===== config.mk =====
export PLATFORM = sky130hd
export DESIGN_NAME = adc_if_top
export DESIGN_NICKNAME = d
export VERILOG_FILES = /design/src/hw/adc_if_pkg.sv /design/src/hw/adc_if_top.sv /design/src/hw/adc_lane_capture.sv /design/src/hw/adc_cnv_timer.sv /design/src/hw/adc_if_regs.sv
export SDC_FILE = /design/constraint.sdc
export NUM_CORES = 1
export LEC_CHECK = 0
export ABC_AREA = 1
export BUFFER_PORTS_ARGS = -buffer_cell sky130_fd_sc_hd__buf_4
export CAP_MARGIN = 25
export CORE_MARGIN = 3
export CORE_UTILIZATION = 40
export DETAILED_ROUTE_END_ITERATION = 7
export PLACE_DENSITY_LB_ADDON = 0.08
export RECOVER_POWER = 25
export REMOVE_ABC_BUFFERS = 1
export SYNTH_ARGS = -nofsm -noshare
export SYNTH_HDL_FRONTEND = slang
export SYNTH_HIERARCHICAL = 1
export SYNTH_SLANG_ARGS = --single-unit

===== constraint.sdc =====
create_clock -name cnv_out -period 5.4 [get_ports cnv_out]
set_input_delay 1.08 -clock cnv_out [delete_from_list [all_inputs] [get_ports cnv_out]]
set_output_delay 1.08 -clock cnv_out [all_outputs]
set_load 0.05 [all_outputs]

===== src/hw/adc_if_pkg.sv =====
// adc interface package
// shared constants, register map and the config / sample word layouts

package adc_if_pkg;

  // ----------------------------------------------------------------------
  // converter geometry
  // ----------------------------------------------------------------------

  // sample width of the sar core
  localparam int adc_resolution = 18;
  // cycles from cnv pulse to first gated bit clock
  localparam int conv_cycles = 4;
  // gated clock cycles per sample, per lane mode
  localparam int lane_bits_one = adc_resolution;
  localparam int lane_bits_two = adc_resolution / 2;

  // ----------------------------------------------------------------------
  // host register map
  // ----------------------------------------------------------------------

  localparam int reg_addr_w = 2;
  localparam logic [reg_addr_w-1:0] addr_ctrl = 2'd0;
  localparam logic [reg_addr_w-1:0] addr_period = 2'd1;
  localparam logic [reg_addr_w-1:0] addr_status = 2'd2;
  localparam logic [reg_addr_w-1:0] addr_count = 2'd3;
  // default conversion period after reset
  localparam logic [15:0] cnv_period_rst = 16'd64;

  // live configuration, enable sits in the msb
  typedef struct packed {
    logic        enable;
    logic        twolanes;
    logic        testpat;
    logic        pd;
    logic [15:0] cnv_period;
  } adc_cfg_t;

  // one captured result
  typedef struct packed {
    logic                      valid;
    logic [adc_resolution-1:0] data;
  } adc_sample_t;

endpackage

===== src/hw/adc_if_top.sv =====
// adc interface top level
// joins register block, conversion timer and lane capture

module adc_if_top (
  input  logic                                  cnv_out,
  input  logic                                  rst,
  // host register strobes
  input  logic                                  reg_wr,
  input  logic                                  reg_rd,
  input  logic [adc_if_pkg::reg_addr_w-1:0]     reg_addr,
  input  logic [31:0]                           reg_wdata,
  output logic [31:0]                           reg_rdata,
  output logic                                  reg_rvalid,
  // adc serial side
  input  logic                                  da,
  input  logic                                  db,
  output logic                                  cnv,
  output logic                                  clk_gate,
  // dma side
  input  logic                                  adc_dovf,
  output logic                                  adc_valid,
  output logic [adc_if_pkg::adc_resolution-1:0] adc_data,
  // adc mode pins
  output logic                                  pd_cntrl,
  output logic                                  testpat_cntrl,
  output logic                                  twolanes_cntrl
);

  import adc_if_pkg::*;

  adc_cfg_t    cfg;
  adc_sample_t sample;
  logic        sample_strobe;

  // ----------------------------------------------------------------------
  // blocks
  // ----------------------------------------------------------------------

  adc_if_regs adc_if_regs_inst (
    .cnv_out       (cnv_out),
    .rst           (rst),
    .reg_wr        (reg_wr),
    .reg_rd        (reg_rd),
    .reg_addr      (reg_addr),
    .reg_wdata     (reg_wdata),
    .adc_dovf      (adc_dovf),
    .sample_strobe (sample_strobe),
    .reg_rdata     (reg_rdata),
    .reg_rvalid    (reg_rvalid),
    .cfg           (cfg)
  );

  adc_cnv_timer adc_cnv_timer_inst (
    .cnv_out  (cnv_out),
    .rst      (rst),
    .cfg      (cfg),
    .cnv      (cnv),
    .clk_gate (clk_gate)
  );

  adc_lane_capture adc_lane_capture_inst (
    .cnv_out       (cnv_out),
    .rst           (rst),
    .cfg           (cfg),
    .clk_gate      (clk_gate),
    .da            (da),
    .db            (db),
    .sample        (sample),
    .sample_strobe (sample_strobe)
  );

  // sample word out to dma
  assign adc_valid      = sample.valid;
  assign adc_data       = sample.data;
  // mode pins straight from config
  assign pd_cntrl       = cfg.pd;
  assign testpat_cntrl  = cfg.testpat;
  assign twolanes_cntrl = cfg.twolanes;

endmodule


===== src/hw/adc_lane_capture.sv =====
// lane capture
// deserializes da, or da and db, into an 18-bit sample with a valid strobe

module adc_lane_capture (
  input  logic                    cnv_out,
  input  logic                    rst,
  input  adc_if_pkg::adc_cfg_t    cfg,
  input  logic                    clk_gate,
  input  logic                    da,
  input  logic                    db,
  output adc_if_pkg::adc_sample_t sample,
  output logic                    sample_strobe
);

  import adc_if_pkg::*;

  logic                      gate_d;
  logic                      gate_dd;
  logic [adc_resolution-1:0] shift_q;
  logic                      valid_q;
  logic [adc_resolution-1:0] data_q;
  logic                      gate_fall;

  // bits launched at gated edges land one cycle later
  always_ff @(posedge cnv_out) begin
    if (rst) begin
      gate_d  <= 1'b0;
      gate_dd <= 1'b0;
    end else begin
      gate_d  <= clk_gate;
      gate_dd <= gate_d;
    end
  end

  // delayed gate just dropped, word complete
  assign gate_fall = gate_dd && !gate_d;

  // ----------------------------------------------------------------------
  // deserializer, msb first
  // ----------------------------------------------------------------------

  always_ff @(posedge cnv_out) begin
    if (gate_d) begin
      if (cfg.twolanes) begin
        // da carries the higher bit of each pair
        shift_q <= {shift_q[adc_resolution-3:0], da, db};
      end else begin
        shift_q <= {shift_q[adc_resolution-2:0], da};
      end
    end
  end

  // ----------------------------------------------------------------------
  // output word
  // ----------------------------------------------------------------------

  always_ff @(posedge cnv_out) begin
    if (rst) begin
      valid_q <= 1'b0;
    end else begin
      valid_q <= gate_fall;
    end
  end

  always_ff @(posedge cnv_out) begin
    if (gate_fall) begin
      data_q <= shift_q;
    end
  end

  assign sample        = '{valid: valid_q, data: data_q};
  // same pulse feeds the sample counter
  assign sample_strobe = valid_q;

endmodule


===== src/hw/adc_cnv_timer.sv =====
// conversion timer
// periodic cnv pulse, conversion wait, then the gated bit clock window

module adc_cnv_timer (
  input  logic                 cnv_out,
  input  logic                 rst,
  input  adc_if_pkg::adc_cfg_t cfg,
  output logic                 cnv,
  output logic                 clk_gate
);

  import adc_if_pkg::*;

  logic        run;
  logic [15:0] period_cnt;
  logic        waiting;
  logic [2:0]  wait_cnt;
  logic [4:0]  bit_cnt;

  // new pulses only while enabled and powered up
  assign run = cfg.enable && !cfg.pd;

  // ----------------------------------------------------------------------
  // period counter
  // ----------------------------------------------------------------------

  always_ff @(posedge cnv_out) begin
    if (rst) begin
      period_cnt <= '0;
      cnv        <= 1'b0;
    end else if (!run) begin
      // hold off, restart period on next enable
      period_cnt <= '0;
      cnv        <= 1'b0;
    end else if (period_cnt >= cfg.cnv_period - 16'd1) begin
      // >= so a shortened period does not run to wrap
      period_cnt <= '0;
      cnv        <= 1'b1;
    end else begin
      period_cnt <= period_cnt + 16'd1;
      cnv        <= 1'b0;
    end
  end

  // ----------------------------------------------------------------------
  // conversion wait and gate window
  // ----------------------------------------------------------------------

  // cnv high in cycle t -> gate high from t + conv_cycles
  always_ff @(posedge cnv_out) begin
    if (rst) begin
      waiting  <= 1'b0;
      wait_cnt <= '0;
      clk_gate <= 1'b0;
      bit_cnt  <= '0;
    end else if (cnv) begin
      // arm the wait, counts down to zero
      waiting  <= 1'b1;
      wait_cnt <= 3'(conv_cycles - 2);
    end else if (waiting) begin
      if (wait_cnt == 3'd0) begin
        waiting  <= 1'b0;
        clk_gate <= 1'b1;
        // window length depends on lane count
        bit_cnt  <= cfg.twolanes ? 5'(lane_bits_two - 1) : 5'(lane_bits_one - 1);
      end else begin
        wait_cnt <= wait_cnt - 3'd1;
      end
    end else if (clk_gate) begin
      // open window always runs to the end
      if (bit_cnt == 5'd0) begin
        clk_gate <= 1'b0;
      end else begin
        bit_cnt <= bit_cnt - 5'd1;
      end
    end
  end

endmodule


===== src/hw/adc_if_regs.sv =====
// adc interface register block
// control, conversion period, sticky overflow and sample count, with readback

module adc_if_regs (
  input  logic                              cnv_out,
  input  logic                              rst,
  input  logic                              reg_wr,
  input  logic                              reg_rd,
  input  logic [adc_if_pkg::reg_addr_w-1:0] reg_addr,
  input  logic [31:0]                       reg_wdata,
  input  logic                              adc_dovf,
  input  logic                              sample_strobe,
  output logic [31:0]                       reg_rdata,
  output logic                              reg_rvalid,
  output adc_if_pkg::adc_cfg_t              cfg
);

  import adc_if_pkg::*;

  logic        dovf_sticky;
  logic [31:0] sample_cnt;
  logic [31:0] rd_word;
  logic        wr_ctrl;
  logic        wr_period;
  logic        wr_status;
  logic        wr_count;

  // write decode
  assign wr_ctrl   = reg_wr && (reg_addr == addr_ctrl);
  assign wr_period = reg_wr && (reg_addr == addr_period);
  assign wr_status = reg_wr && (reg_addr == addr_status);
  assign wr_count  = reg_wr && (reg_addr == addr_count);

  // ----------------------------------------------------------------------
  // configuration registers
  // ----------------------------------------------------------------------

  // ctrl holds enable in bit 0, then twolanes, testpat and pd
  always_ff @(posedge cnv_out) begin
    if (rst) begin
      cfg <= '{enable: 1'b0, twolanes: 1'b0, testpat: 1'b0, pd: 1'b0,
               cnv_period: cnv_period_rst};
    end else begin
      if (wr_ctrl) begin
        cfg.enable   <= reg_wdata[0];
        cfg.twolanes <= reg_wdata[1];
        cfg.testpat  <= reg_wdata[2];
        cfg.pd       <= reg_wdata[3];
      end
      if (wr_period) begin
        cfg.cnv_period <= reg_wdata[15:0];
      end
    end
  end

  // ----------------------------------------------------------------------
  // status and sample counter
  // ----------------------------------------------------------------------

  always_ff @(posedge cnv_out) begin
    if (rst) begin
      dovf_sticky <= 1'b0;
      sample_cnt  <= '0;
    end else begin
      // set beats a clear in the same cycle
      if (adc_dovf) begin
        dovf_sticky <= 1'b1;
      end else if (wr_status && reg_wdata[0]) begin
        dovf_sticky <= 1'b0;
      end
      // any write to count address zeroes it
      if (wr_count) begin
        sample_cnt <= '0;
      end else if (sample_strobe) begin
        sample_cnt <= sample_cnt + 32'd1;
      end
    end
  end

  // ----------------------------------------------------------------------
  // readback with one cycle latency
  // ----------------------------------------------------------------------

  always_comb begin
    case (reg_addr)
      addr_ctrl:   rd_word = {28'd0, cfg.pd, cfg.testpat, cfg.twolanes, cfg.enable};
      addr_period: rd_word = {16'd0, cfg.cnv_period};
      addr_status: rd_word = {31'd0, dovf_sticky};
      default:     rd_word = sample_cnt;
    endcase
  end

  always_ff @(posedge cnv_out) begin
    if (rst) begin
      reg_rvalid <= 1'b0;
    end else begin
      reg_rvalid <= reg_rd;
    end
  end

  // word of the strobed address
  always_ff @(posedge cnv_out) begin
    if (reg_rd) begin
      reg_rdata <= rd_word;
    end
  end

endmodule


# Word level (Yosys, flattened, before mapping)
# Cells that the tools add are included.
[word_totals]
latchBits = 0
regBits = 152
ramBits = 0
memories = 0
word_cells = 79
rom_bits = 0
input_bits = 41
out_inout_bits = 57
[op_classes]
mux = 20
n_reduce_logical = 23
add_sub_neg = 5
n_div = 0
n_eq_ne = 6
n_lt_le_gt_ge = 1
mul = 0
bitwise = 3
n_shift = 0
[ops]
columns = ["operator", "count"]
rows = [
  ["32-bit case mux with 3 select lines", 1],
  ["32-bit by 1-bit adder with 32-bit output, second input constant", 1],
  ["5-bit 2-to-1 mux", 5],
  ["18-bit 2-to-1 mux", 1],
  ["16-bit by 1-bit adder with 16-bit output, second input constant", 1],
  ["16-bit >= comparator", 1],
  ["16-bit by 1-bit subtractor with 16-bit output, second input constant", 1],
  ["1-bit 2-to-1 mux", 10],
  ["1-bit logical AND", 7],
  ["2-bit 2-to-1 mux", 3],
  ["2-bit AND reduction", 3],
  ["2-bit nonzero test", 3],
  ["2-bit OR reduction", 3],
  ["5-bit zero test", 1],
  ["5-bit by 1-bit subtractor with 5-bit output, second input constant", 1],
  ["2-bit == test, second input constant", 2],
  ["2-bit by 1-bit inequality test with 1-bit output, second input constant", 2],
  ["4-bit AND reduction", 1],
  ["3-bit zero test", 1],
  ["1-bit inverter", 3],
  ["3-bit OR reduction", 1],
  ["3-bit by 1-bit subtractor with 3-bit output, second input constant", 1],
  ["2-bit by 1-bit == test with 1-bit output, second input constant", 1],
  ["1-bit zero test", 2],
  ["other kinds (2)", 2],
]

# Logic depth before layout (Yosys ltp)
# Gate-level depths: netlist (run 1).
[logic_depth]
depth_word = 5
depth_mapped = 17
depth_no_buf = 16

# By module
# The synthesis (run 1) kept the hierarchy.
[by_module_without_submodules]
columns = ["mod", "cells_each", "area_each_um2", "seq_area_each_um2", "n_inst"]
rows = [
  ["adc_if_regs", 485, 3829.9, 2042.0, 1],
  ["adc_cnv_timer", 284, 2045.7, 540.5, 1],
  ["adc_lane_capture", 105, 1481.4, 1141.1, 1],
]

# Worst setup path after synthesis (run 1)
# Ideal clock, no wire load.
[synth_path]
path_kind = "register to register"
start = "register adc_if_regs_inst/cfg[0] (netlist name)"
end = "register adc_cnv_timer_inst.period_cnt[14]"
required_ns = 5.284
slack_ns = 3.178
period_less_slack_ns = 2.222
t_arrival_ns = 2.106
n_path_buf = 1
stages_incl_launch_ff = 16
setup_ns = 0.116
cell_sequence = "dfxtp_1 -> inv_1 -> ha_1 -> nand2_2 -> nor2_4 -> nand3_2 -> nor2_1 -> xor2_1 -> inv_1 -> ha_1 -> nand4_1 -> a21oi_1 -> nor2_2 -> nand3_4 -> buf_6 -> nor2_1"
[synth_via]
elab_chain_len = 3
[synth_rtl]
columns = ["element", "line_no", "text"]
rows = [
  ["16-bit by 1-bit subtractor with 16-bit output", "adc_cnv_timer.sv:35", "end else if (period_cnt >= cfg.cnv_period - 16'd1) begin"],
  ["16-bit >= comparator", "adc_cnv_timer.sv:35", ""],
  ["3-bit OR reduction (no source line)", "n/a", ""],
  ["end signal, assigned", "adc_cnv_timer.sv:40", "period_cnt <= period_cnt + 16'd1;"],
  ["end, declared", "adc_cnv_timer.sv:15", "logic [15:0] period_cnt;"],
]
# Every way passes these cells.
# A chain may end at the register's enable or synchronous reset.

# Final worst setup path (run 1)
[layout_path]
start = "register adc_if_regs_inst/cfg[18] (netlist name)"
end = "register adc_lane_capture_inst.shift_q[4], data pin"
[layout_via]
elab_chain_len = 1
[layout_rtl]
columns = ["element", "line_no", "text"]
rows = [
  ["18-bit 2-to-1 mux", "adc_lane_capture.sv:44", "if (cfg.twolanes) begin"],
  ["end signal, assigned", "adc_lane_capture.sv:46", "shift_q <= {shift_q[adc_resolution-3:0], da, db};"],
  ["end signal, assigned", "adc_lane_capture.sv:48", "shift_q <= {shift_q[adc_resolution-2:0], da};"],
  ["end, declared", "adc_lane_capture.sv:19", "logic [adc_resolution-1:0] shift_q;"],
]
# Every way passes these cells.

==> qor.yml, run 1 <==
status: "finished, violations left"
violations: "max-capacitance violations, max-slew violations"
swShare: 0.2373
final_util: 0.4922
critPathKind: "register to register"
cp_slowest_cell: "clkinvlp_2"
io_buffers: 81
drive_above_1_share: 0.1883
htree_levels: 4
insertedDiodeCount: 0
power_density_nw_per_um2: 294.4
post-cts-setup-buffer-count: 0
path_cells: "clkbuf_1, clkinvlp_2, nand2_1, nand2_1"
clockBufferDepth: 2
drtPass1Iterations: 4
crit_top_cell: "nand2_1"
final_cell_mix: "nand2_1 (169), inv_1 (126), nor2_1 (115), dfxtp_1 (84), buf_4 (79)"
fin_crit_sh: 0.4999
clock_sinks: 152
drv_cap: 1
p_sw_mw: 0.6071
peakVddDrop_mv: 0.2250
worstPathRequired_ns: 5.56
worstPathArrival_ns: 2.86
report.final.slew_viol_count: 34
cts_buffers: 17
pin_count: 98
rsz0062_at_grt: "false"
coreArea_um2: 17660
hold_violations: 0
syn_area_um2: 7357
maxSlewHeadroom: -0.2498
grt_pass1_wl_mm: 26.02
die_x_um: 141.6
power.leakage_nw: 3.430
cp-end-kind: "register"
dpl.hpwl_mm: 11.19
root_buffer: "clkbuf_16"
clk_latency_ns: 0.42
die_area_um2: 20060
crit_path_max_fanout: 22
synth_seq_cells: 152
track_usage: 0.1601
place_congestion: 0.7929
synth_cell_types: 39
synth_flop_cell: "dfxtp_1"
wl_per_cell_um: 12.96
grt_remaining_overflow: 0
crit_path_start_kind: "register"
ys_seq_area_frac: 0.5061
cpPeakStageDelay_ns: 1.05
avgSynthCellArea_um2: 8.418
grt_max_degree: 34
p_clk_frac: 0.447
synth-edff-count: 68
drt_iter0_markers: 287
async_flop_share: 0
seqPwrFrac: 0.480
dp_cells: 1165
initial_core_util: 0.4167
finalSetupTns_ns: 0
finalCriticalPeriod_ns: 2.700
vias_per_cell: 4.684
remaining_drc_errors: 0
hold_class: "register to register"
die_y_um: 141.6
cts_hold_buffers: 0
intPower_mw: 1.951
nNetsFinal: 1022
syn_inst: 874
yosys_warnings: 6
cts_tree: "yes"
fmax_mhz: 370.4
grt_pass1_vias: 5299
fin_cells: 1197
area_growth_pct: 18.13
vias: 5607
max_slew.worst_pin.slew_ns: 1.875
antenna_found_initial: 0
fin_skew_ns: 0.008342
clkTransAtPathRegs_ns: 0.06
combPwrFrac: 0.072
rows: 48
setup_viol_count_final: 0
drt-total-wl_mm: 15.52
p_total_mw: 2.558
cts_resized: 0
ant_nets: 0
rrSetupSlack_ns: 2.70
mostFrequentLayoutCell: "nand2_1"
## worst max-delay path: cells and delay by family, from the launching register on
family        cells  cell delay [ns]
buf+inv           2             1.80
flops             1             0.34
simple gates      2             0.31
## area by class of cell
cell class | count | area (um^2)
well taps | 225 | 281.5
multi-input cells | 574 | 3012
repair buffers | 82 | 604.3
clock buffers | 22 | 475.5
flip-flops and latches | 152 | 3724
clock inverters | 10 | 95.09
inverters | 132 | 499.2
fillers | 1798 | 8966
## flip-flops by register name, indices dropped and copies added (netlist names)
name	flops
adc_if_regs_inst/reg_rdata	32
adc_if_regs_inst/sample_cnt	32
adc_if_regs_inst/cfg	20
adc_lane_capture_inst/data_q	18
adc_lane_capture_inst/shift_q	18
adc_cnv_timer_inst/period_cnt	16
adc_cnv_timer_inst/bit_cnt	5
adc_cnv_timer_inst/wait_cnt	3
adc_cnv_timer_inst/clk_gate	1
adc_cnv_timer_inst/cnv	1
adc_cnv_timer_inst/waiting	1
adc_if_regs_inst/dovf_sticky	1
adc_if_regs_inst/reg_rvalid	1
adc_lane_capture_inst/gate_d	1
adc_lane_capture_inst/gate_dd	1
adc_lane_capture_inst/sample_strobe	1
## Yosys cell counts, types with 8 or more instances
library cell,number,share of area
o21ai_0,41,0.028
nor2_2,24,0.020
nor2_1,115,0.059
nand2_1,168,0.086
dfxtp_1,84,0.23
inv_1,125,0.064
a21oi_1,45,0.031
nor3_1,8,0.0054
nand2_2,27,0.023
xor2_1,16,0.019
edfxtp_1,68,0.28
nand4_1,18,0.015
ha_1,22,0.037
xnor2_1,11,0.013
nand3_1,43,0.029
## metal layers
| metal | up-vias | share of wire | track usage |
|---|---|---|---|
| met2 | 101 | 0.42 | 0.2364 |
| met3 | 17 | 0.040 | 0.03236 |
| li1 | 2978 | - | - |
| met4 | 0 | 0.012 | 0.04848 |
| met5 | - | 0 | 0 |
| met1 | 2511 | 0.53 | 0.2370 |
## power groups by stage
stage,Clock (mW),Sequential (mW),Combinational [mW]
2_1_floorplan,0,1.29,0.0859
3_3_place_gp,0,1.25,0.188
3_5_place_dp,0,1.25,0.189
4_1_cts,1.17,1.23,0.190
5_1_grt,1.22,1.23,0.211
6_report,1.14,1.23,0.185
## stage by stage
stage | hold WS (ns) | area, um^2 | setup WS (ns)
2_1_floorplan | 0.4003 | 7243 | 3.239
3_3_place_gp | 0.4040 | 8140 | 2.674
3_5_place_dp | 0.4119 | 8140 | 2.682
4_1_cts | 0.4273 | 8711 | 2.770
5_1_grt | 0.4365 | 8691 | 2.352
6_report | 0.4249 | 8691 | 2.701
## path summary, 6_finish.rpt
check | from | to | cells past startpoint
worst max-delay path | adc_if_regs_inst/cfg[18] | adc_lane_capture_inst/shift_q[4] | 4
worst min-delay path | adc_lane_capture_inst/shift_q[17] | adc_lane_capture_inst/data_q[17] | 0
worst max register to register | adc_if_regs_inst/cfg[18] | adc_lane_capture_inst/shift_q[4] | 4
worst min register to register | adc_lane_capture_inst/shift_q[17] | adc_lane_capture_inst/data_q[17] | 0
## logic make-up after synthesis
family	synth area share
AND/OR/NAND/NOR	0.2662
flip-flops	0.5061
AO/OA/AOI/OAI	0.07398
buffers and inverters	0.08418
XOR/XNOR	0.03214
adder cells (fa/ha/maj)	0.03741
No activity file was read; power rests on OpenSTA's default activity.
==> inputs of run 2 (changes only) <==
- clock period: 5.4 -> 2.5 ns (I/O delays scaled with it)
==> run 2 against run 1 <==
- the flow still finishes with violations (max-capacitance violations, max-slew violations)
- wire length is 2.3% higher
- fmax grew 15%
- sequential cell count is the same
- critical path type unchanged
- sequential share of layout area shrank 0.92 points
- clock skew is 0.0015 ns lower
- die area unchanged
- via count up 0.50%
- cell count rose by 0.92%
- critical path depth up 9
==> qor.yml, run 2 (synthesis gave the netlist of run 1 again) <==
status: "finished, violations left"
violations: "max-capacitance violations, max-slew violations"
initial_core_util: 0.4167
worstPathRequired_ns: 2.82
grt_pass1_wl_mm: 26.03
root_buffer: "clkbuf_16"
worstPathArrival_ns: 2.66
clkTransAtPathRegs_ns: 0.06
cts_tree: "yes"
coreArea_um2: 17660
io_buffers: 81
cts_buffers: 17
critPathKind: "register to register"
setup_slack_ns: 0.1544
peakVddDrop_mv: 0.4799
drv_cap: 1
drtPass1Iterations: 5
dpl.hpwl_mm: 11.50
rows: 48
ff_latch_area_um2: 3724
power.leakage_nw: 3.514
crit_path_start_kind: "register"
drt_iter0_markers: 276
clockBufferDepth: 2
grt_pass1_vias: 5241
reg_top3: "adc_if_regs_inst/reg_rdata: 32 flops, adc_if_regs_inst/sample_cnt: 32 flops, adc_if_regs_inst/cfg: 20 flops"
maxSlewHeadroom: -0.2520
rr_startpoint: "adc_if_regs_inst/cfg[0]"
report.final.slew_viol_count: 34
clock_sinks: 152
mostFrequentLayoutCell: "nand2_1"
dp_slack_ns: 0.05124
vias: 5635
wl_per_cell_um: 13.14
area_growth_pct: 20.73
htree_levels: 4
fmax_mhz: 426.3
grt_max_degree: 34
nNetsFinal: 1034
crit_start: "adc_if_regs_inst/cfg[0]"
final_cell_mix: "nand2_1 (169), inv_1 (124), nor2_1 (114), buf_4 (90), dfxtp_1 (84)"
grt_remaining_overflow: 0
cts_hold_buffers: 0
pin_count: 98
hold_class: "primary input to register"
die_x_um: 141.6
vias_per_cell: 4.665
insertedDiodeCount: 0
finalSetupTns_ns: 0
fin_skew_ns: 0.006850
die_area_um2: 20060
hold_violations: 0
max_slew.worst_pin.slew_ns: 1.878
fin_crit_sh: 0.9382
cp-end-kind: "register"
rsz0062_at_grt: "false"
multi_input_area_um2: 3058
remaining_drc_errors: 0
crit_path_max_fanout: 7
nFillCells: 1742
track_usage: 0.1628
die_y_um: 141.6
place_congestion: 0.8273
setup_viol_count_final: 0
antenna_found_initial: 0
ant_nets: 0
drt-total-wl_mm: 15.88
power_density_nw_per_um2: 654.3
min_from: "adc_dovf"
clk_latency_ns: 0.42
drive_above_1_share: 0.2045
finalCriticalPeriod_ns: 2.346
[run 2: changes by cell type in the layout (fill, tap and decap cells not counted), sizes merged]
cell      previous run  this run
buf                 79        90
bufinv               1         4
clkbuf              25        26
clkinv               6         3
clkinvlp             3         2
[run 2: final cells by class]
type | instances | area share
multi-input combinational | 574 | 0.3443
timing repair buffer | 94 | 0.07776
clock buffer | 22 | 0.05339
clock inverter | 9 | 0.01676
tap | 225 | 0.03169
inverter | 132 | 0.05691
sequential | 152 | 0.4192
[run 2: metrics by stage]
stage / utilization / hold WS (ns) / std cells / area [um^2] / power, mW
finish: 0.5030 / 0.3020 / 1208 / 8882 / 5.812
global route: 0.5030 / 0.3080 / 1208 / 8882 / 6.033
CTS: 0.4997 / 0.2834 / 1204 / 8823 / 5.866
detailed placement: 0.4644 / 0.4114 / 1173 / 8200 / 3.126
global placement: 0.4644 / 0.4038 / 1173 / 8200 / 3.125
floorplan: - / 0.4003 / 858 / 7243 / 2.970
[run 2: report_power, final]
part	total (mW)	leakage, nW	switching, mW	internal [mW]
clock	2.73	0.300	0.992	1.74
combinational	0.426	1.87	0.282	0.144
sequential	2.66	1.34	0.0279	2.63
[run 2: worst max-delay path: stages (launching register included)]
cell and delay (ns):
dfxtp_1 0.32, inv_2 0.09, buf_4 0.13, nand3_2 0.12, nor3_4 0.29, nand2_1 0.10, xor2_1 0.15, ha_1 0.31
nand4_1 0.14, nor2_1 0.18, nand2_2 0.09, nand3_4 0.09, buf_4 0.16, nor2_1 0.05
[run 2: final timing paths]
kind         cells after the start  slack (ns)                                 to
max                             13        0.15  adc_cnv_timer_inst/period_cnt[15]
min                              3        0.30       adc_if_regs_inst/dovf_sticky
max reg2reg                     13        0.15  adc_cnv_timer_inst/period_cnt[15]
min reg2reg                      0        0.43   adc_lane_capture_inst/data_q[17]
[run 2: repair_timing]
item | in CTS | in global routing
endpoints found under the hold margin | 0 | 0
gates resized for setup | 0 | 9
setup endpoints to repair | 0 | 16
buffers inserted | 0 | 4
[run 2: layer usage]
layer,vias up,track usage,part of all wire
met2,102,0.2371,0.43
met1,2521,0.2397,0.52
met5,-,0,0
met4,0,0.03939,0.0057
met3,6,0.04584,0.044
li1,3006,-,-
==> inputs of run 3 (changes only) <==
--- a/config.mk
+++ b/config.mk
@@ -12,4 +12,5 @@
 export CORE_UTILIZATION = 40
 export DETAILED_ROUTE_END_ITERATION = 7
+export MAX_ROUTING_LAYER = met4
 export PLACE_DENSITY_LB_ADDON = 0.08
 export RECOVER_POWER = 25
==> constraint.sdc (replaced) <==
create_clock -name cnv_out -period 2.5 [get_ports cnv_out]
set_input_delay 0 -clock cnv_out [delete_from_list [all_inputs] [get_ports cnv_out]]
set_output_delay 0 -clock cnv_out [all_outputs]
set_load 0.05 [all_outputs]
==> run 3 against run 2 <==
- the flow still finishes with violations (max-capacitance violations, max-slew violations)
- register-to-register slack hardly changed
- first-iteration DRC count fell by 7.6%
- sequential share of layout area down 0.68 points
- clock power fell by 5%
- global-route usage rose by 0.70 points
- fmax grew 0.42%
- critical path type unchanged
- highest routed layer unchanged
==> qor.yml, run 3 (synthesis gave the netlist of run 1 again) <==
finalCriticalPeriod_ns: 2.336
fmax_mhz: 428.1
clock_sinks: 152
crit_path_start_kind: "register"
finalSetupTns_ns: 0
final_cell_mix: "nand2_1 (168), inv_1 (124), nor2_1 (113), buf_4 (86), dfxtp_1 (84)"
htree_levels: 4
antenna_found_initial: 0
grt_pass1_vias: 5423
combPwrFrac: 0.078
setup_viol_count_final: 0
clkTransAtPathRegs_ns: 0.06
clk_latency_ns: 0.42
cp-end-kind: "register"
maxSlewHeadroom: -0.2665
worst_hold_slack_ns: 0.03433
ff2ff_path_depth: 15
nFillCells: 1705
place_congestion: 0.8149
die_area_um2: 20060
max_slew.worst_pin.slew_ns: 1.900
intPower_mw: 4.345
hold_violations: 0
drt-total-wl_mm: 15.89
fin_skew_ns: 0.009550
rrSetupSlack_ns: 0.16
min_from: "reg_wr"
critPathKind: "register to register"
vias_per_cell: 4.664
io_buffers: 81
drt_iter0_markers: 255
dp_slack_ns: 0.04832
grt_max_degree: 34
cts_tree: "yes"
drive_above_1_share: 0.1948
violations: "max-capacitance violations, max-slew violations"
pin_count: 98
power.leakage_nw: 3.584
hold_class: "primary input to register"
rows: 48
swShare: 0.2386
dp_cells: 1170
crit_path_max_fanout: 16
rr_startpoint: "adc_if_regs_inst/cfg[0]"
track_usage: 0.1698
fin_cells: 1226
cts_buffers: 17
worstPathRequired_ns: 2.82
hold_end: "adc_if_regs_inst/cfg[19]"
p_clk_frac: 0.456
dpl.hpwl_mm: 11.41
seqPwrFrac: 0.465
fin_crit_sh: 0.9344
drv_cap: 1
remaining_drc_errors: 0
reg_top3: "adc_if_regs_inst/reg_rdata: 32 flops, adc_if_regs_inst/sample_cnt: 32 flops, adc_if_regs_inst/cfg: 20 flops"
p_total_mw: 5.706
drtPass1Iterations: 6
p_sw_mw: 1.362
die_y_um: 141.6
worstPathArrival_ns: 2.65
r2r-end: "adc_cnv_timer_inst/period_cnt[11]"
coreArea_um2: 17660
wl_per_cell_um: 12.96
grt_remaining_overflow: 0
setup_slack_ns: 0.1641
nNetsFinal: 1051
area_growth_pct: 22.72
grt_pass1_wl_mm: 26.71
holdPathStages: 4
root_buffer: "clkbuf_16"
power_density_nw_per_um2: 632.0
clockBufferDepth: 2
vias: 5718
report.final.slew_viol_count: 34
initial_core_util: 0.4167
ant_nets: 0
peakVddDrop_mv: 0.4335
insertedDiodeCount: 0
die_x_um: 141.6
mostFrequentLayoutCell: "nand2_1"
status: "finished, violations left"
## run 3: cell count changes in the layout (fill, tap and decap cells not counted), moves of 2 or more
cell,previous run,this run
a21oi_1,43,45
a21oi_2,2,0
buf_4,90,86
clkbuf_1,6,1
clkbuf_8,3,0
clkinv_1,1,5
dlygate4sd3_1,0,23
ha_4,2,0
inv_6,0,2
## run 3: per-stage QoR
stage          utilization  area (um^2)
2_1_floorplan            -         7243
3_3_place_gp        0.4632         8178
3_5_place_dp        0.4632         8178
4_1_cts             0.5092         8991
5_1_grt             0.5113         9029
6_report            0.5113         9029
## run 3: area by class of cell
type | count | area (um^2) | area share
clock buffer | 17 | 425.4 | 0.04712
clock inverter | 15 | 157.7 | 0.01746
inverter | 132 | 505.5 | 0.05599
multi-input combinational | 574 | 3035 | 0.3362
sequential | 152 | 3724 | 0.4124
tap | 225 | 281.5 | 0.03118
timing repair buffer | 111 | 899.6 | 0.09964
## run 3: power groups by stage
stage / Clock (mW) / Combinational [mW] / Sequential (mW)
2_1_floorplan: 0 / 0.186 / 2.78
6_report: 2.60 / 0.447 / 2.65
3_3_place_gp: 0 / 0.411 / 2.71
5_1_grt: 2.75 / 0.496 / 2.66
3_5_place_dp: 0 / 0.412 / 2.71
4_1_cts: 2.65 / 0.444 / 2.65
## run 3: worst max-delay path by stage
stage | from | endpoint | slack [ns] | depth (start not counted)
2_1_floorplan | adc_if_regs_inst/cfg[0] | adc_cnv_timer_inst/period_cnt[10] | 0.34 | 14
3_3_place_gp | adc_if_regs_inst/cfg[0] | adc_cnv_timer_inst/period_cnt[13] | 0.10 | 14
3_5_place_dp | adc_if_regs_inst/cfg[0] | adc_cnv_timer_inst/period_cnt[11] | 0.05 | 14
4_1_cts | adc_if_regs_inst/cfg[0] | adc_cnv_timer_inst/period_cnt[11] | 0.005 | 14
5_1_grt | adc_if_regs_inst/cfg[2] | adc_cnv_timer_inst/period_cnt[11] | -0.008 | 13
6_report | adc_if_regs_inst/cfg[0] | adc_cnv_timer_inst/period_cnt[11] | 0.16 | 15
## run 3: repair_timing
item,CTS,global route
buffers inserted,0,1
gates resized for setup,0,6
setup endpoints to repair,0,16
hold buffers,23,0
hold endpoints to repair,37,0
## run 3: worst max-delay path: stages, from the launching register on
cell,delay [ns]
dfxtp_1,0.32
inv_2,0.11
ha_2,0.22
nand2_2,0.09
nor2_4,0.15
nand3_2,0.09
nor2_1,0.13
xor2_1,0.15
inv_1,0.05
ha_1,0.27
nand4_1,0.13
nor2_1,0.15
nand2_2,0.08
nand3_4,0.08
buf_12,0.16
nor2_1,0.05
## run 3: routing by layer
metal  GRT usage  share of wire  vias up  routed length [um]
met1      0.2432           0.53     2557                8446
met5           -              0        -                   0
li1            -              -     3039                   -
met4     0.06162          0.019        0                 295
met3     0.03370          0.040       21                 636
met2      0.2384           0.41      101                6510
